==> config.mk <==
export PLATFORM = sky130hd
export DESIGN_NAME = wb_top
export DESIGN_NICKNAME = d
export VERILOG_FILES = /design/src/verilog/wb_pkg.sv /design/src/verilog/stats_if.sv /design/src/verilog/video_if.sv /design/src/verilog/wb_ctrl.sv /design/src/verilog/wb_divider.sv /design/src/verilog/wb_pixel_gain.sv /design/src/verilog/wb_stats_accum.sv /design/src/verilog/wb_top.sv
export SDC_FILE = /design/constraint.sdc
export NUM_CORES = 1
export LEC_CHECK = 0
export BUFFER_PORTS_ARGS = -buffer_cell sky130_fd_sc_hd__buf_2
export CAP_MARGIN = 0
export CORE_ASPECT_RATIO = 0.8
export CORE_MARGIN = 10
export CORE_UTILIZATION = 45
export CTS_CLUSTER_DIAMETER = 30
export DETAILED_ROUTE_END_ITERATION = 10
export MAX_ROUTING_LAYER = met4
export PLACE_DENSITY = 0.61
export SLEW_MARGIN = 20
export SYNTH_ARGS = -nofsm -noshare
export SYNTH_HDL_FRONTEND = slang
export SYNTH_HIERARCHICAL = 1
export SYNTH_SLANG_ARGS = --single-unit
==> constraint.sdc <==
create_clock -name clk -period 10.2 [get_ports clk]
set_input_delay 0 -clock clk [delete_from_list [all_inputs] [get_ports clk]]
set_output_delay 0 -clock clk [all_outputs]
set_load 0.005 [all_outputs]
==> src/verilog/wb_pkg.sv <==
`default_nettype none

package wb_pkg;

    // Nominal active frame. It only sizes the accumulators.
    localparam int H_ACT      = 1280;
    localparam int V_ACT      = 720;

    localparam int PIX_W      = 8;
    localparam int SUM_W      = $clog2(H_ACT * V_ACT * ((1 << PIX_W) - 1));
    localparam int GAIN_FRAC  = 8;
    localparam int GAIN_W     = 10;                 // Range 0 to 1023/256.
    localparam int GAIN_UNITY = 1 << GAIN_FRAC;
    localparam int GAIN_MAX   = (1 << GAIN_W) - 1;

    // Three sums need two more bits, then the fraction shift.
    localparam int DIV_W      = SUM_W + 2 + GAIN_FRAC;
    localparam int DIV_CNT_W  = $clog2(DIV_W + 1);

    typedef logic [PIX_W-1:0]          pix_t;
    typedef logic [SUM_W-1:0]          sum_t;
    typedef logic [GAIN_W-1:0]         gain_t;
    typedef logic [DIV_W-1:0]          div_t;
    typedef logic [PIX_W+GAIN_W-1:0]   prod_t;      // Pixel times gain, before the shift.
    typedef logic [DIV_CNT_W-1:0]      div_cnt_t;

    localparam div_cnt_t DIV_STEPS = div_cnt_t'(DIV_W);

    typedef enum logic [2:0] {
        IDLE,
        DIV_R,
        DIV_G,
        DIV_B,
        COMMIT
    } ctrl_state_t;

endpackage : wb_pkg

`default_nettype wire

==> src/verilog/stats_if.sv <==
`timescale 1ns/10ps
`default_nettype none

interface stats_if import wb_pkg::*; ();

    sum_t sum_r;
    sum_t sum_g;
    sum_t sum_b;
    logic valid;    // One-cycle strobe per frame.

    modport src (
        output sum_r, sum_g, sum_b,
        output valid
    );

    modport sink (
        input  sum_r, sum_g, sum_b,
        input  valid
    );

endinterface : stats_if

`default_nettype wire

==> src/verilog/video_if.sv <==
`timescale 1ns/10ps
`default_nettype none

interface video_if import wb_pkg::*; ();

    logic vsync;
    logic hsync;
    logic de;       // Pixel valid, no back-pressure.
    pix_t r;
    pix_t g;
    pix_t b;

    modport src (
        output vsync, hsync, de,
        output r, g, b
    );

    modport sink (
        input  vsync, hsync, de,
        input  r, g, b
    );

endinterface : video_if

`default_nettype wire

==> src/verilog/wb_ctrl.sv <==
`timescale 1ns/10ps
`default_nettype none

module wb_ctrl import wb_pkg::*; (
    input  logic   clk,
    input  logic   i_arst_n,
    input  logic   i_wb_en,
    stats_if.sink  stats,
    output logic   o_div_start,
    output div_t   o_dividend,
    output div_t   o_divisor,
    input  div_t   i_quotient,
    input  logic   i_div_done,
    output gain_t  o_gain_r,
    output gain_t  o_gain_g,
    output gain_t  o_gain_b
);

    ctrl_state_t state;
    logic        started;   // Division issued for this channel.
    logic        in_div;
    logic        take;
    logic        issue;
    logic        finish;
    sum_t        sum_sel;
    sum_t        sum_r_q;
    sum_t        sum_g_q;
    sum_t        sum_b_q;
    gain_t       gain_next;
    gain_t       shadow_r;
    gain_t       shadow_g;
    gain_t       shadow_b;

    function automatic gain_t sat_gain(input div_t q);
        return (q > div_t'(GAIN_MAX)) ? gain_t'(GAIN_MAX) : q[GAIN_W-1:0];
    endfunction

    always_comb begin
        case (state)
            DIV_G:   sum_sel = sum_g_q;
            DIV_B:   sum_sel = sum_b_q;
            default: sum_sel = sum_r_q;
        endcase
    end

    assign in_div    = (state == DIV_R) || (state == DIV_G) || (state == DIV_B);
    assign take      = (state == IDLE) && stats.valid && i_wb_en;
    assign issue     = in_div && !started && (sum_sel != '0);
    // A zero sum finishes at once with unity gain.
    assign finish    = in_div && (started ? i_div_done : (sum_sel == '0));
    assign gain_next = started ? sat_gain(i_quotient) : gain_t'(GAIN_UNITY);

    always_ff @(posedge clk or negedge i_arst_n) begin
        if (!i_arst_n) begin
            state       <= IDLE;
            started     <= 1'b0;
            o_div_start <= 1'b0;
            o_gain_r    <= gain_t'(GAIN_UNITY);
            o_gain_g    <= gain_t'(GAIN_UNITY);
            o_gain_b    <= gain_t'(GAIN_UNITY);
        end else begin
            o_div_start <= issue;
            if (issue)
                started <= 1'b1;
            else if (finish)
                started <= 1'b0;
            case (state)
                IDLE:    if (take) state <= DIV_R;
                DIV_R:   if (finish) state <= DIV_G;
                DIV_G:   if (finish) state <= DIV_B;
                DIV_B:   if (finish) state <= COMMIT;
                COMMIT: begin
                    o_gain_r <= shadow_r;   // All three at once.
                    o_gain_g <= shadow_g;
                    o_gain_b <= shadow_b;
                    state    <= IDLE;
                end
                default: state <= IDLE;
            endcase
        end
    end

    always_ff @(posedge clk) begin
        if (take) begin
            sum_r_q    <= stats.sum_r;
            sum_g_q    <= stats.sum_g;
            sum_b_q    <= stats.sum_b;
            o_dividend <= (div_t'(stats.sum_r) + div_t'(stats.sum_g) + div_t'(stats.sum_b))
                          << GAIN_FRAC;
        end
        if (issue)
            o_divisor <= div_t'(sum_sel) + (div_t'(sum_sel) << 1);  // 3 times the sum.
        if (finish) begin
            case (state)
                DIV_R:   shadow_r <= gain_next;
                DIV_G:   shadow_g <= gain_next;
                default: shadow_b <= gain_next;
            endcase
        end
    end

    // The channel with the largest sum never needs a boost.
    a_gain_set: assert property (
        @(posedge clk) disable iff (!i_arst_n)
        (state == COMMIT) |->
            ((shadow_r <= gain_t'(GAIN_UNITY)) || (shadow_g <= gain_t'(GAIN_UNITY))
             || (shadow_b <= gain_t'(GAIN_UNITY)))
    ) else $error("no gain at or below unity in the committed set");

endmodule : wb_ctrl

`default_nettype wire

==> src/verilog/wb_divider.sv <==
`timescale 1ns/10ps
`default_nettype none

module wb_divider import wb_pkg::*; (
    input  logic clk,
    input  logic i_arst_n,
    input  logic i_start,
    input  div_t i_dividend,
    input  div_t i_divisor,
    output div_t o_quotient,
    output logic o_done
);

    logic           busy;
    div_cnt_t       count;      // Quotient bits still to produce.
    div_t           rem;
    div_t           dvs;
    logic [DIV_W:0] partial;
    logic [DIV_W:0] diff;

    // Next dividend bit enters the remainder from the top of the quotient register.
    assign partial = {rem, o_quotient[DIV_W-1]};
    assign diff    = partial - {1'b0, dvs};

    always_ff @(posedge clk or negedge i_arst_n) begin
        if (!i_arst_n) begin
            busy   <= 1'b0;
            count  <= '0;
            o_done <= 1'b0;
        end else begin
            o_done <= 1'b0;
            if (i_start) begin
                busy  <= 1'b1;
                count <= DIV_STEPS;
            end else if (busy) begin
                count <= count - 1'b1;
                if (count == div_cnt_t'(1)) begin
                    busy   <= 1'b0;
                    o_done <= 1'b1;
                end
            end
        end
    end

    always_ff @(posedge clk) begin
        if (i_start) begin
            rem        <= '0;
            dvs        <= i_divisor;
            o_quotient <= i_dividend;
        end else if (busy) begin
            if (diff[DIV_W]) begin  // Went negative, restore.
                rem        <= partial[DIV_W-1:0];
                o_quotient <= {o_quotient[DIV_W-2:0], 1'b0};
            end else begin
                rem        <= diff[DIV_W-1:0];
                o_quotient <= {o_quotient[DIV_W-2:0], 1'b1};
            end
        end
    end

    a_no_start_busy: assert property (
        @(posedge clk) disable iff (!i_arst_n)
        i_start |-> !busy
    ) else $error("divider started while busy");

endmodule : wb_divider

`default_nettype wire

==> src/verilog/wb_pixel_gain.sv <==
`timescale 1ns/10ps
`default_nettype none

module wb_pixel_gain import wb_pkg::*; (
    input  logic   clk,
    input  logic   i_arst_n,
    video_if.sink  vin,
    video_if.src   vout,
    input  gain_t  i_gain_r,
    input  gain_t  i_gain_g,
    input  gain_t  i_gain_b
);

    prod_t prod_r;
    prod_t prod_g;
    prod_t prod_b;
    logic  vsync_1;
    logic  hsync_1;
    logic  de_1;

    // Drop the fraction and clip to full scale.
    function automatic pix_t clip(input prod_t p);
        logic [PIX_W+GAIN_W-GAIN_FRAC-1:0] s;
        s = p[PIX_W+GAIN_W-1:GAIN_FRAC];
        return (|s[PIX_W+GAIN_W-GAIN_FRAC-1:PIX_W]) ? '1 : s[PIX_W-1:0];
    endfunction

    always_ff @(posedge clk or negedge i_arst_n) begin
        if (!i_arst_n) begin
            prod_r     <= '0;
            prod_g     <= '0;
            prod_b     <= '0;
            vsync_1    <= 1'b0;
            hsync_1    <= 1'b0;
            de_1       <= 1'b0;
            vout.r     <= '0;
            vout.g     <= '0;
            vout.b     <= '0;
            vout.vsync <= 1'b0;
            vout.hsync <= 1'b0;
            vout.de    <= 1'b0;
        end else begin
            // Stage 1.
            prod_r     <= vin.r * i_gain_r;
            prod_g     <= vin.g * i_gain_g;
            prod_b     <= vin.b * i_gain_b;
            vsync_1    <= vin.vsync;
            hsync_1    <= vin.hsync;
            de_1       <= vin.de;
            // Stage 2.
            vout.r     <= clip(prod_r);
            vout.g     <= clip(prod_g);
            vout.b     <= clip(prod_b);
            vout.vsync <= vsync_1;
            vout.hsync <= hsync_1;
            vout.de    <= de_1;
        end
    end

    // Unity gains pass a pixel through unchanged.
    a_unity_pass: assert property (
        @(posedge clk) disable iff (!i_arst_n)
        ($past({i_gain_r, i_gain_g, i_gain_b}, 2) == {3{gain_t'(GAIN_UNITY)}})
            |-> ({vout.r, vout.g, vout.b} == $past({vin.r, vin.g, vin.b}, 2))
    ) else $error("unity gain changed a pixel");

endmodule : wb_pixel_gain

`default_nettype wire

==> src/verilog/wb_stats_accum.sv <==
`timescale 1ns/10ps
`default_nettype none

module wb_stats_accum import wb_pkg::*; (
    input  logic   clk,
    input  logic   i_arst_n,
    video_if.sink  vid,
    stats_if.src   stats
);

    logic vsync_d;
    logic vsync_rise;
    sum_t run_r;
    sum_t run_g;
    sum_t run_b;

    assign vsync_rise = vid.vsync & ~vsync_d;

    always_ff @(posedge clk or negedge i_arst_n) begin
        if (!i_arst_n) begin
            vsync_d     <= 1'b0;
            stats.valid <= 1'b0;
            stats.sum_r <= '0;
            stats.sum_g <= '0;
            stats.sum_b <= '0;
            run_r       <= '0;
            run_g       <= '0;
            run_b       <= '0;
        end else begin
            vsync_d     <= vid.vsync;
            stats.valid <= vsync_rise;
            // Frame boundary. Snapshot the totals and start over.
            if (vsync_rise) begin
                stats.sum_r <= run_r;
                stats.sum_g <= run_g;
                stats.sum_b <= run_b;
                run_r       <= '0;
                run_g       <= '0;
                run_b       <= '0;
            end else if (vid.de) begin
                run_r <= run_r + sum_t'(vid.r);
                run_g <= run_g + sum_t'(vid.g);
                run_b <= run_b + sum_t'(vid.b);
            end
        end
    end

    // A pixel during vsync would be lost to the snapshot.
    a_no_de_in_vsync: assert property (
        @(posedge clk) disable iff (!i_arst_n)
        !(vid.de && vid.vsync)
    ) else $error("de high while vsync is high");

endmodule : wb_stats_accum

`default_nettype wire

==> src/verilog/wb_top.sv <==
`timescale 1ns/10ps
`default_nettype none

module wb_top import wb_pkg::*; (
    input  logic clk,
    input  logic i_arst_n,
    input  logic i_wb_en,
    input  logic i_vsync,
    input  logic i_hsync,
    input  logic i_de,
    input  pix_t i_r,
    input  pix_t i_g,
    input  pix_t i_b,
    output logic o_vsync,
    output logic o_hsync,
    output logic o_de,
    output pix_t o_r,
    output pix_t o_g,
    output pix_t o_b
);

    video_if vid_in ();
    video_if vid_out ();
    stats_if stats ();

    logic  div_start;
    div_t  dividend;
    div_t  divisor;
    div_t  quotient;
    logic  div_done;
    gain_t gain_r;
    gain_t gain_g;
    gain_t gain_b;

    assign vid_in.vsync = i_vsync;
    assign vid_in.hsync = i_hsync;
    assign vid_in.de    = i_de;
    assign vid_in.r     = i_r;
    assign vid_in.g     = i_g;
    assign vid_in.b     = i_b;

    assign o_vsync = vid_out.vsync;
    assign o_hsync = vid_out.hsync;
    assign o_de    = vid_out.de;
    assign o_r     = vid_out.r;
    assign o_g     = vid_out.g;
    assign o_b     = vid_out.b;

    wb_stats_accum u_accum (
        .clk      (clk),
        .i_arst_n (i_arst_n),
        .vid      (vid_in.sink),
        .stats    (stats.src)
    );

    wb_ctrl u_ctrl (
        .clk         (clk),
        .i_arst_n    (i_arst_n),
        .i_wb_en     (i_wb_en),
        .stats       (stats.sink),
        .o_div_start (div_start),
        .o_dividend  (dividend),
        .o_divisor   (divisor),
        .i_quotient  (quotient),
        .i_div_done  (div_done),
        .o_gain_r    (gain_r),
        .o_gain_g    (gain_g),
        .o_gain_b    (gain_b)
    );

    wb_divider u_div (
        .clk        (clk),
        .i_arst_n   (i_arst_n),
        .i_start    (div_start),
        .i_dividend (dividend),
        .i_divisor  (divisor),
        .o_quotient (quotient),
        .o_done     (div_done)
    );

    wb_pixel_gain u_gain (
        .clk      (clk),
        .i_arst_n (i_arst_n),
        .vin      (vid_in.sink),
        .vout     (vid_out.src),
        .i_gain_r (gain_r),
        .i_gain_g (gain_g),
        .i_gain_b (gain_b)
    );

endmodule : wb_top

`default_nettype wire
==> results of run 1 <==
[cells in the mapped netlist, drive strengths merged, types with 6 or more instances]
| library cell | instances | area share (%) |
|---|---|---|
| a2111oi | 7 | 0.23 |
| a21boi | 8 | 0.17 |
| or3 | 51 | 0.90 |
| mux2i | 80 | 2.3 |
| nand2 | 429 | 4.6 |
| a31o | 7 | 0.17 |
| nor2b | 16 | 0.29 |
| a21oi | 187 | 2.7 |
| nand2b | 23 | 0.41 |
| o31ai | 28 | 0.59 |
| and2 | 206 | 3.6 |
| nand3 | 48 | 0.71 |
| dfxtp | 38 | 2.2 |
| a211oi | 47 | 1.1 |
| buf | 45 | 0.87 |
| o21ai | 138 | 2.0 |
| edfxtp | 250 | 21 |
| a211o | 6 | 0.15 |
| inv | 283 | 3.0 |
| nand4 | 37 | 0.67 |
| o21bai | 14 | 0.31 |
| nor3 | 26 | 0.40 |
| dfrtp | 270 | 19 |
| a311oi | 7 | 0.19 |
| nor4 | 17 | 0.34 |
| xor2 | 59 | 1.5 |
| ha | 227 | 8.0 |
| o22ai | 6 | 0.11 |
| a21o | 61 | 1.3 |
| a31oi | 13 | 0.23 |
| and4 | 10 | 0.25 |
| o211ai | 11 | 0.23 |
| o21a | 26 | 0.55 |
| fa | 175 | 9.9 |
| and3 | 17 | 0.33 |
| clkbuf | 63 | 0.67 |
| or2 | 6 | 0.11 |
| mux2 | 80 | 2.6 |
| or4 | 22 | 0.47 |
| xnor2 | 82 | 2.0 |
| nor2 | 149 | 1.6 |
[worst register-to-register path, stage by stage, from the launching register on]
cell	delay, ns
dfrtp_1	0.50
and2_1	0.25
fa_1	0.55
fa_1	0.45
fa_1	0.54
inv_1	0.05
fa_1	0.53
inv_1	0.04
ha_1	0.37
a21oi_1	0.27
o21ai_0	0.12
a31oi_1	0.41
o21ai_1	0.21
a21oi_1	0.22
xnor2_1	0.15
[per-stage QoR]
step           hold slack (ns)  cells  setup WS, ns
2_1_floorplan           -0.296   3360          3.71
3_3_place_gp            0.0972   4355          5.50
3_5_place_dp            0.0977   4356          5.46
4_1_cts                0.00677   4581          5.46
5_1_grt                 0.0721   4582          5.23
6_report                0.0625   4582          5.45
[cells by family (layout without fill, tap and decap cells)]
group	Yosys count	count (layout)
xor+xnor	141	141
flops	561	561
buf+inv	392	591
simple gates	1085	1085
other cells	1	16
fa+ha+maj	403	403
compound gates	602	602
mux	160	160
[state kept, by name (all words and copies together) (netlist names), 30 cells and up]
signal / count
u_div/rem: 38
u_ctrl/o_dividend: 30
u_div/dvs: 38
u_ctrl/o_divisor: 30
u_div/o_quotient: 38
[area by class of cell]
cell class,instances,area share [%]
repair buffers,98,1.64
flip-flops and latches,561,37.2
inverters,284,2.63
clock inverters,73,2.03
clock buffers,136,7.22
well taps,1023,3.15
multi-input cells,2407,46.1
[metal layers]
metal | vias to the layer above | GRT usage [%] | wire (µm)
met5 | - | - | 0
met4 | 0 | 4.47 | 1610
met3 | 120 | 3.37 | 4520
met2 | 587 | 25.0 | 33200
met1 | 11931 | 28.4 | 42400
li1 | 11919 | - | -
[how the worst min path moves through the flow]
stage,endpoint
finish,u_accum/run_g[6]
global route,u_accum/run_r[8]
CTS,u_accum/run_r[2]
detailed placement,u_gain/prod_g[17]
global placement,u_gain/prod_g[17]
floorplan,u_accum/run_b[0]
[what timing repair did]
action	4_1_cts	5_1_grt
hold endpoints to repair	116	0
resized for setup	0	0
hold buffers	16	0
[power groups by stage]
stage | sequential [mW] | clock (mW) | combinational [mW]
2_1_floorplan | 2.59 | 0 | 0.581
3_3_place_gp | 2.63 | 0 | 0.778
3_5_place_dp | 2.63 | 0 | 0.791
4_1_cts | 2.60 | 3.64 | 0.804
5_1_grt | 2.61 | 3.75 | 0.913
6_report | 2.60 | 3.56 | 0.810
==> metrics.yaml, run 1 <==
critical_path:
  critical_path.top_delay_family: "adder cells"
  reg2reg_from: "u_ctrl/o_gain_b[4]"
  crit_chain: "and2_1 -> fa_1 -> fa_1 -> fa_1 -> inv_1 -> fa_1 -> inv_1 -> ha_1 -> a21oi_1 -> o21ai_0 -> a31oi_1 -> o21ai_1 -> a21oi_1 -> xnor2_1"
  crit_slowest_cell: "fa_1"
  cp.buffers_inverters: 2
  slowest_delay_ns: 0.55
  crit_top_cell: "fa_1"
  worst-r2r-setup-slack_ns: 5.45
  cp-startpoint: "u_ctrl/o_gain_b[4]"
  timing.critical_path.required_ns: 10.79
  cp-start-kind: "register"
  setup.worst_path.end: "u_gain/prod_b[16]"
  path_depth: 14
  worst-path-max-fanout: 9
  crit_arrival_ns: 5.34
  cp-end-kind: "register"
  r2r.worst_path.cells: 14
  critPathKind: "register to register"
  reg2reg_to: "u_gain/prod_b[16]"
synthesis:
  synth_compound_area_share_pct: 10.9
  synth_area_um2: 35300
  synth_cell_types: 98
  avgSynthCellArea_um2: 10.6
  synth.area.mux_share_pct: 4.90
  synth_edf_count: 250
  synth_top_family_by_area: "adder cells"
  synth-xor-area-share_pct: 3.50
  synth_seq_area_share_pct: 42.7
  syn_inst: 3345
  synth_adder_area_share_pct: 18.0
  synth-seq-cells: 561
  async_reset_ff_share_pct: 48.7
  yosysWarnings: 6
  ys.flop_type: "dfrtp_1"
  synth-simple-area-share_pct: 15.4
power_and_ir_drop:
  pwr-share-seq_pct: 37.3
  power.share.clock_pct: 51.1
  combinationalPowerShare_pct: 11.6
  switchingPower_mw: 1.89
  p_leak_nw: 19.1
  cellPowerDensity_nw_per_um2: 172
  power_mw: 6.97
  internal_power_mw: 5.07
  peakVddDrop_mv: 0.172
  swShare_pct: 27.2
placement:
  io_buffers: 56
  gp_congestion: 0.849
  placed_cell_area_um2: 36600
  dp_hpwl_um: 58800
layout:
  multi_input_area_um2: 18700
  drive_above_1_share_pct: 11.4
  nFillCells: 6821
  nNetsFinal: 3894
  seq_area_um2: 15100
  final_util_pct: 52.4
  antenna_cells: 0
  layout_commonest_cell: "nand2_1"
  stdcell_area_um2: 40600
  syn_to_final_growth_pct: 14.8
  final_cell_mix: "428 x nand2_1, 280 x inv_1, 268 x dfrtp_1, 250 x edfxtp_1, 227 x ha_1"
flow_run:
  maxCapViolations: 0
cts:
  cts_setup_buffers: 0
  cts-htree-levels: 3
  clk_latency_ns: 0.69
  cts-root-buf: "clkbuf_16"
  cts_tree: "yes"
  clk_pin_slew_ns: 0.06
  cts_made_buffers: 110
  clock-sinks: 561
  clk_path_buf_depth: 3
sta:
  hold_viol: 0
  timing.fmax_ghz: 0.211
  drv_slew: 0
  finalSetupTns_ns: 0
  skew_ns: 0.0442
  finalCriticalPeriod_ns: 4.75
  relSlewSlack_pct: 26.6
  fin_crit_sh_pct: 46.5
  tightest_slew_ns: 1.07
  finalSetupViolCount: 0
  rsz0062_at_grt: "no"
routing:
  wl_um: 81700
  drcViolationCount: 0
  antenna_left: 0
  drt_iter0_drc: 1617
  drt_first_pass_iters: 5
  via_per_inst: 5.36
  via_count: 24557
  avgRoutedWirePerCell_um: 17.8
floorplan:
  die_area_um2: 90200
  die_w_um: 333
  core_area_um2: 77400
  io_pins: 57
  initial_core_util_pct: 45.6
  rows: 91
  die_h_um: 271
grt:
  grt_usage_pct: 18.6
  grt_antenna_before_repair: 1
  grt_overflow: 0
  grt_pass1_wl_um: 133000
  grt_start_max_net_pins: 90
  grt_pass1_vias: 23827
hold_path:
  worstHoldStart: "i_g[6]"
  min_path_cells: 4
  min_path_type: "input pin to register"
outcome:
  status: "finished, final reports clean"
(Power assumes the default switching activity.)
==> run 2, diff against run 1 <==
Clock period 10.2 ns to 5 ns, I/O delays scaled along.
==> run 2 against run 1 <==
  * Critical endpoint is now u_gain/prod_g[12]
  * Hold slack worse by 0.018 ns
  * Maximum frequency up 0.24%
  * Critical path depth unchanged
  * Largest cell class unchanged
  * Via count down 0.88%
  * Routed wire length down 0.70%
  * Sequential power up 100%
  * First-iteration DRC count up 13%
  * Utilization down 0.12 points
  * Final area down 0.23%
==> metrics.yaml, run 2 (synthesized netlist as in run 1, its figures left out) <==
outcome:
  status: "finished, final reports clean"
grt:
  grt_antenna_before_repair: 4
  grt_overflow: 0
  grt_pass1_wl_um: 132000
  grt_pass1_vias: 23579
  grt_usage_pct: 18.5
  grt_start_max_net_pins: 124
critical_path:
  cp-end-kind: "register"
  reg2reg_from: "u_ctrl/o_gain_g[4]"
  timing.critical_path.required_ns: 5.54
  critPathKind: "register to register"
  reg2reg_to: "u_gain/prod_g[12]"
  cp-start-kind: "register"
  crit_arrival_ns: 5.27
  worst-path-max-fanout: 9
  r2r.worst_path.cells: 14
  worst-r2r-setup-slack_ns: 0.27
hold_path:
  hold_end: "u_accum/vsync_d"
  worstHoldStart: "i_vsync"
  min_path_cells: 2
  min_path_type: "input pin to register"
layout:
  drive_above_1_share_pct: 11.5
  syn_to_final_growth_pct: 14.6
  final_cell_mix: "428 x nand2_1, 280 x inv_1, 268 x dfrtp_1, 250 x edfxtp_1, 227 x ha_1"
  largestRegisters: "u_div/dvs: 38 flops, u_div/o_quotient: 38 flops, u_div/rem: 38 flops"
  antenna_cells: 0
  final_util_pct: 52.3
  nNetsFinal: 3891
  layout_commonest_cell: "nand2_1"
routing:
  drt_iter0_drc: 1832
  wl_um: 81100
  drcViolationCount: 0
  drt_first_pass_iters: 5
  antenna_left: 0
  avgRoutedWirePerCell_um: 17.7
  via_count: 24341
  via_per_inst: 5.32
power_and_ir_drop:
  p_leak_nw: 19.0
  cellPowerDensity_nw_per_um2: 347
  peakVddDrop_mv: 0.277
floorplan:
  initial_core_util_pct: 45.6
  die_area_um2: 90200
  core_area_um2: 77400
  die_h_um: 271
  io_pins: 57
  rows: 91
  die_w_um: 333
sta:
  finalCriticalPeriod_ns: 4.73
  rsz0062_at_grt: "no"
  drv_slew: 0
  finalSetupTns_ns: 0
  tightest_slew_ns: 1.10
  finalSetupViolCount: 0
  fin_crit_sh_pct: 94.7
  relSlewSlack_pct: 26.5
  skew_ns: 0.0411
  hold_viol: 0
  timing.fmax_ghz: 0.211
cts:
  clk_path_buf_depth: 3
  clock-sinks: 561
  cts_setup_buffers: 0
  cts-root-buf: "clkbuf_16"
  cts_made_buffers: 104
  clk_pin_slew_ns: 0.06
  cts_tree: "yes"
  clk_latency_ns: 0.67
  cts-htree-levels: 3
placement:
  io_buffers: 56
  gp_congestion: 0.854
  dp_hpwl_um: 58400
flow_run:
  maxCapViolations: 0
## run 2: changes by cell type in the layout (fill, tap and decap cells not counted), moves of 4 or more
cell        previous run  this run
clkbuf_1              18         5
clkinv_16              4         0
buf_12                 0         5
clkinvlp_4            13        17
clkinv_2              14        10
clkbuf_8               8         3
inv_6                  9        20
clkbuf_16            110       105
## run 2: what timing repair did
item,in CTS,in global routing
hold buffers,15,0
resized for setup,0,0
endpoints found under the hold margin,233,0
## run 2: metal layers
layer  wire length, µm  GRT usage [%]  vias to the layer above
met3              4400           3.69                      110
met1             42000           27.8                    11796
li1                  -              -                    11891
met2             33100           25.1                      544
met5                 0              -                        -
met4              1580           4.24                        0
## run 2: worst max-delay path: stages (launching register included)
cell     delay [ns]
dfrtp_1        0.47
and2_1         0.22
fa_1           0.56
fa_1           0.46
fa_1           0.56
inv_1          0.06
fa_1           0.52
inv_1          0.04
ha_1           0.34
and3_4         0.21
a22o_1         0.21
a311o_2        0.40
o21ai_2        0.16
nor3b_1        0.07
or3_1          0.34
## run 2: layout make-up
cell class	count	area (µm²)
multi-input cells	2407	18700
fillers	6982	36900
well taps	1023	1280
flip-flops and latches	561	15100
repair buffers	101	746
clock buffers	113	2690
inverters	284	1070
clock inverters	83	893
## run 2: worst max-delay path by stage
| stage | startpoint | endpoint | slack (ns) |
|---|---|---|---|
| after global routing | u_ctrl/o_gain_g[4] | u_gain/prod_g[17] | 0.01 |
| after CTS | u_ctrl/o_gain_g[4] | u_gain/prod_g[12] | 0.27 |
| after global placement | u_ctrl/o_gain_g[2] | u_gain/prod_g[12] | 0.32 |
| after detailed placement | u_ctrl/o_gain_g[4] | u_gain/prod_g[12] | 0.26 |
| after floorplan | u_ctrl/state[0] | u_ctrl/o_dividend[10] | 0.43 |
| final | u_ctrl/o_gain_g[4] | u_gain/prod_g[12] | 0.27 |
## run 2: through the flow
| step | hold slack (ns) | area, µm² | total power [mW] | cells | setup slack, ns |
|---|---|---|---|---|---|
| 2_1_floorplan | -0.296 | 35400 | 6.47 | 3360 | 0.426 |
| 3_5_place_dp | -0.00401 | 36700 | 6.99 | 4360 | 0.262 |
| 6_report | 0.0445 | 40500 | 14.1 | 4572 | 0.266 |
| 3_3_place_gp | -0.0116 | 36700 | 6.97 | 4360 | 0.319 |
| 5_1_grt | 0.0228 | 40500 | 14.6 | 4572 | 0.0104 |
| 4_1_cts | 0.000895 | 40500 | 14.2 | 4571 | 0.266 |
## run 2: report_power, final
part	leakage [nW]	switching [mW]	internal, mW	total [mW]
registers	6.54	0.244	5.06	5.30
logic	10.8	1.01	0.652	1.66
clock network	1.71	2.62	4.48	7.10
total	19.0	3.87	10.2	14.1
==> run 3, diff against run 2 <==
Settings changed: CORE_UTILIZATION 45 to 40, PLACE_DENSITY 0.61 to 0.56.
==> run 3 against run 2 <==
  * Sequential cell count did not move
  * Worst setup slack improved by 0.030 ns
  * Combinational power is essentially flat
  * Global-route usage decreased by 1.8 points
  * Highest routed layer unchanged
  * Largest cell class unchanged
  * Utilization shrank 5.4 points
  * Via count rose by 0.28%
  * Critical path depth unchanged
  * Sequential power about the same
  * Count of clock-buffer cells in the layout grew 18
==> metrics.yaml, run 3 (synthesized netlist as in run 1, its figures left out) <==
placement:
  dp_hpwl_um: 59700
  gp_congestion: 0.837
  placed_cells: 4527
  io_buffers: 56
power_and_ir_drop:
  combinationalPowerShare_pct: 11.1
  power.share.clock_pct: 53.1
  peakVddDrop_mv: 0.300
  swShare_pct: 25.6
  pwr-share-seq_pct: 35.9
  cellPowerDensity_nw_per_um2: 360
  switchingPower_mw: 3.79
  power_mw: 14.8
  p_leak_nw: 19.2
  internal_power_mw: 11.0
routing:
  drcViolationCount: 0
  avgRoutedWirePerCell_um: 17.3
  antenna_left: 0
  drt_iter0_drc: 1639
  via_count: 24410
  drt_first_pass_iters: 5
  via_per_inst: 5.14
  wl_um: 81900
floorplan:
  initial_core_util_pct: 40.3
  rows: 97
  die_area_um2: 101000
  io_pins: 57
  die_w_um: 352
  die_h_um: 286
  core_area_um2: 87600
grt:
  grt_antenna_before_repair: 2
  grt_usage_pct: 16.6
  grt_start_max_net_pins: 94
  grt_overflow: 0
  grt_pass1_wl_um: 133000
  grt_pass1_vias: 23368
outcome:
  status: "finished, final reports clean"
cts:
  clock-sinks: 561
  cts_tree: "yes"
  ctsResizeCount: 0
  cts_made_buffers: 108
  cts-root-buf: "clkbuf_16"
  clk_path_buf_depth: 3
  hold_buffers: 15
  clk_latency_ns: 0.68
  cts-htree-levels: 3
  cts_setup_buffers: 0
  clk_pin_slew_ns: 0.05
sta:
  hold_viol: 0
  relSlewSlack_pct: 33.1
  finalSetupTns_ns: 0
  timing.fmax_ghz: 0.213
  finalSetupViolCount: 0
  finalCriticalPeriod_ns: 4.70
  fin_crit_sh_pct: 94.1
  rsz0062_at_grt: "no"
  tightest_slew_ns: 1.00
  holdWs_ns: 0.0438
  drv_slew: 0
  skew_ns: 0.0476
layout:
  layout_commonest_cell: "nand2_1"
  syn_to_final_growth_pct: 16.3
  largestRegisters: "u_div/dvs: 38 flops, u_div/o_quotient: 38 flops, u_div/rem: 38 flops"
  drive_above_1_share_pct: 11.5
  antenna_cells: 0
  final_cells: 4747
  nNetsFinal: 3896
  final_cell_mix: "428 x nand2_1, 280 x inv_1, 268 x dfrtp_1, 250 x edfxtp_1, 227 x ha_1"
critical_path:
  crit_arrival_ns: 5.22
  worst-r2r-setup-slack_ns: 0.30
  cp-end-kind: "register"
  critPathKind: "register to register"
  worst-path-max-fanout: 8
  reg2reg_from: "u_ctrl/o_gain_g[1]"
  timing.critical_path.required_ns: 5.51
  r2r.worst_path.cells: 14
  cp-start-kind: "register"
  reg2reg_to: "u_gain/prod_g[12]"
hold_path:
  worstHoldStart: "i_b[2]"
  min_path_cells: 4
  hold_end: "u_accum/run_b[2]"
  min_path_type: "input pin to register"
flow_run:
  maxCapViolations: 0
run 3: cell count changes in the layout (fill, tap and decap cells not counted), sizes merged:
cell,change
bufinv,+11
clkinv,+1
clkinvlp,-5
clkbuf,+18
dlygate4sd3,+1
inv,-16
run 3: worst max path at each step:
| stage | from | to | slack [ns] | depth (start not counted) |
|---|---|---|---|---|
| after global routing | u_ctrl/o_gain_g[4] | u_gain/prod_g[17] | 0.01 | 14 |
| after CTS | u_ctrl/o_gain_g[3] | u_gain/prod_g[12] | 0.28 | 14 |
| after global placement | u_ctrl/o_gain_g[2] | u_gain/prod_g[12] | 0.30 | 14 |
| after floorplan | u_ctrl/state[0] | u_ctrl/o_dividend[10] | 0.43 | 6 |
| after detailed placement | u_ctrl/o_gain_g[3] | u_gain/prod_g[12] | 0.30 | 14 |
| final | u_ctrl/o_gain_g[1] | u_gain/prod_g[12] | 0.30 | 14 |
run 3: through the flow:
stage / cell area [µm²] / worst slack (ns) / util [%]
after global placement: 36900 / 0.301 / 42.2
after detailed placement: 36900 / 0.300 / 42.2
final: 41100 / 0.296 / 46.9
after global routing: 41100 / 0.0133 / 46.9
after CTS: 41100 / 0.282 / 46.9
after floorplan: 35400 / 0.426 / -
run 3: layout make-up:
| cell class | instances | area, µm² |
|---|---|---|
| Clock inverter | 74 | 1070 |
| Sequential cell | 561 | 15100 |
| Clock buffer | 131 | 2920 |
| Multi-Input combinational cell | 2407 | 18700 |
| Fill cell | 8231 | 46500 |
| Tap cell | 1188 | 1490 |
| Inverter | 284 | 1070 |
| Timing Repair Buffer | 102 | 736 |
run 3: worst max-delay path, cell delays in order, from the launching register on:
cell and delay, ns:
dfrtp_1 0.44, and2_1 0.21, fa_1 0.50, fa_1 0.51, fa_1 0.55, inv_1 0.06
fa_1 0.53, inv_1 0.04, ha_1 0.35, and3_4 0.21, a22o_1 0.21, a311o_2 0.41
o21ai_2 0.15, nor3b_1 0.06, or3_1 0.34
run 3: layer usage:
layer,vias to the layer above,GRT usage [%],share of wire (%),routed length [µm]
met1,11880,25.4,53,43200
li1,11943,-,-,-
met3,119,2.91,5.1,4170
met4,0,4.27,2.0,1660
met2,468,22.4,40,32900
met5,-,-,0,0
run 3: power groups by stage:
stage | Combinational [mW] | Clock, mW | Sequential, mW
2_1_floorplan | 1.19 | 0 | 5.28
3_3_place_gp | 1.60 | 0 | 5.38
3_5_place_dp | 1.62 | 0 | 5.38
4_1_cts | 1.64 | 8.01 | 5.30
5_1_grt | 1.85 | 8.25 | 5.32
6_report | 1.64 | 7.84 | 5.30
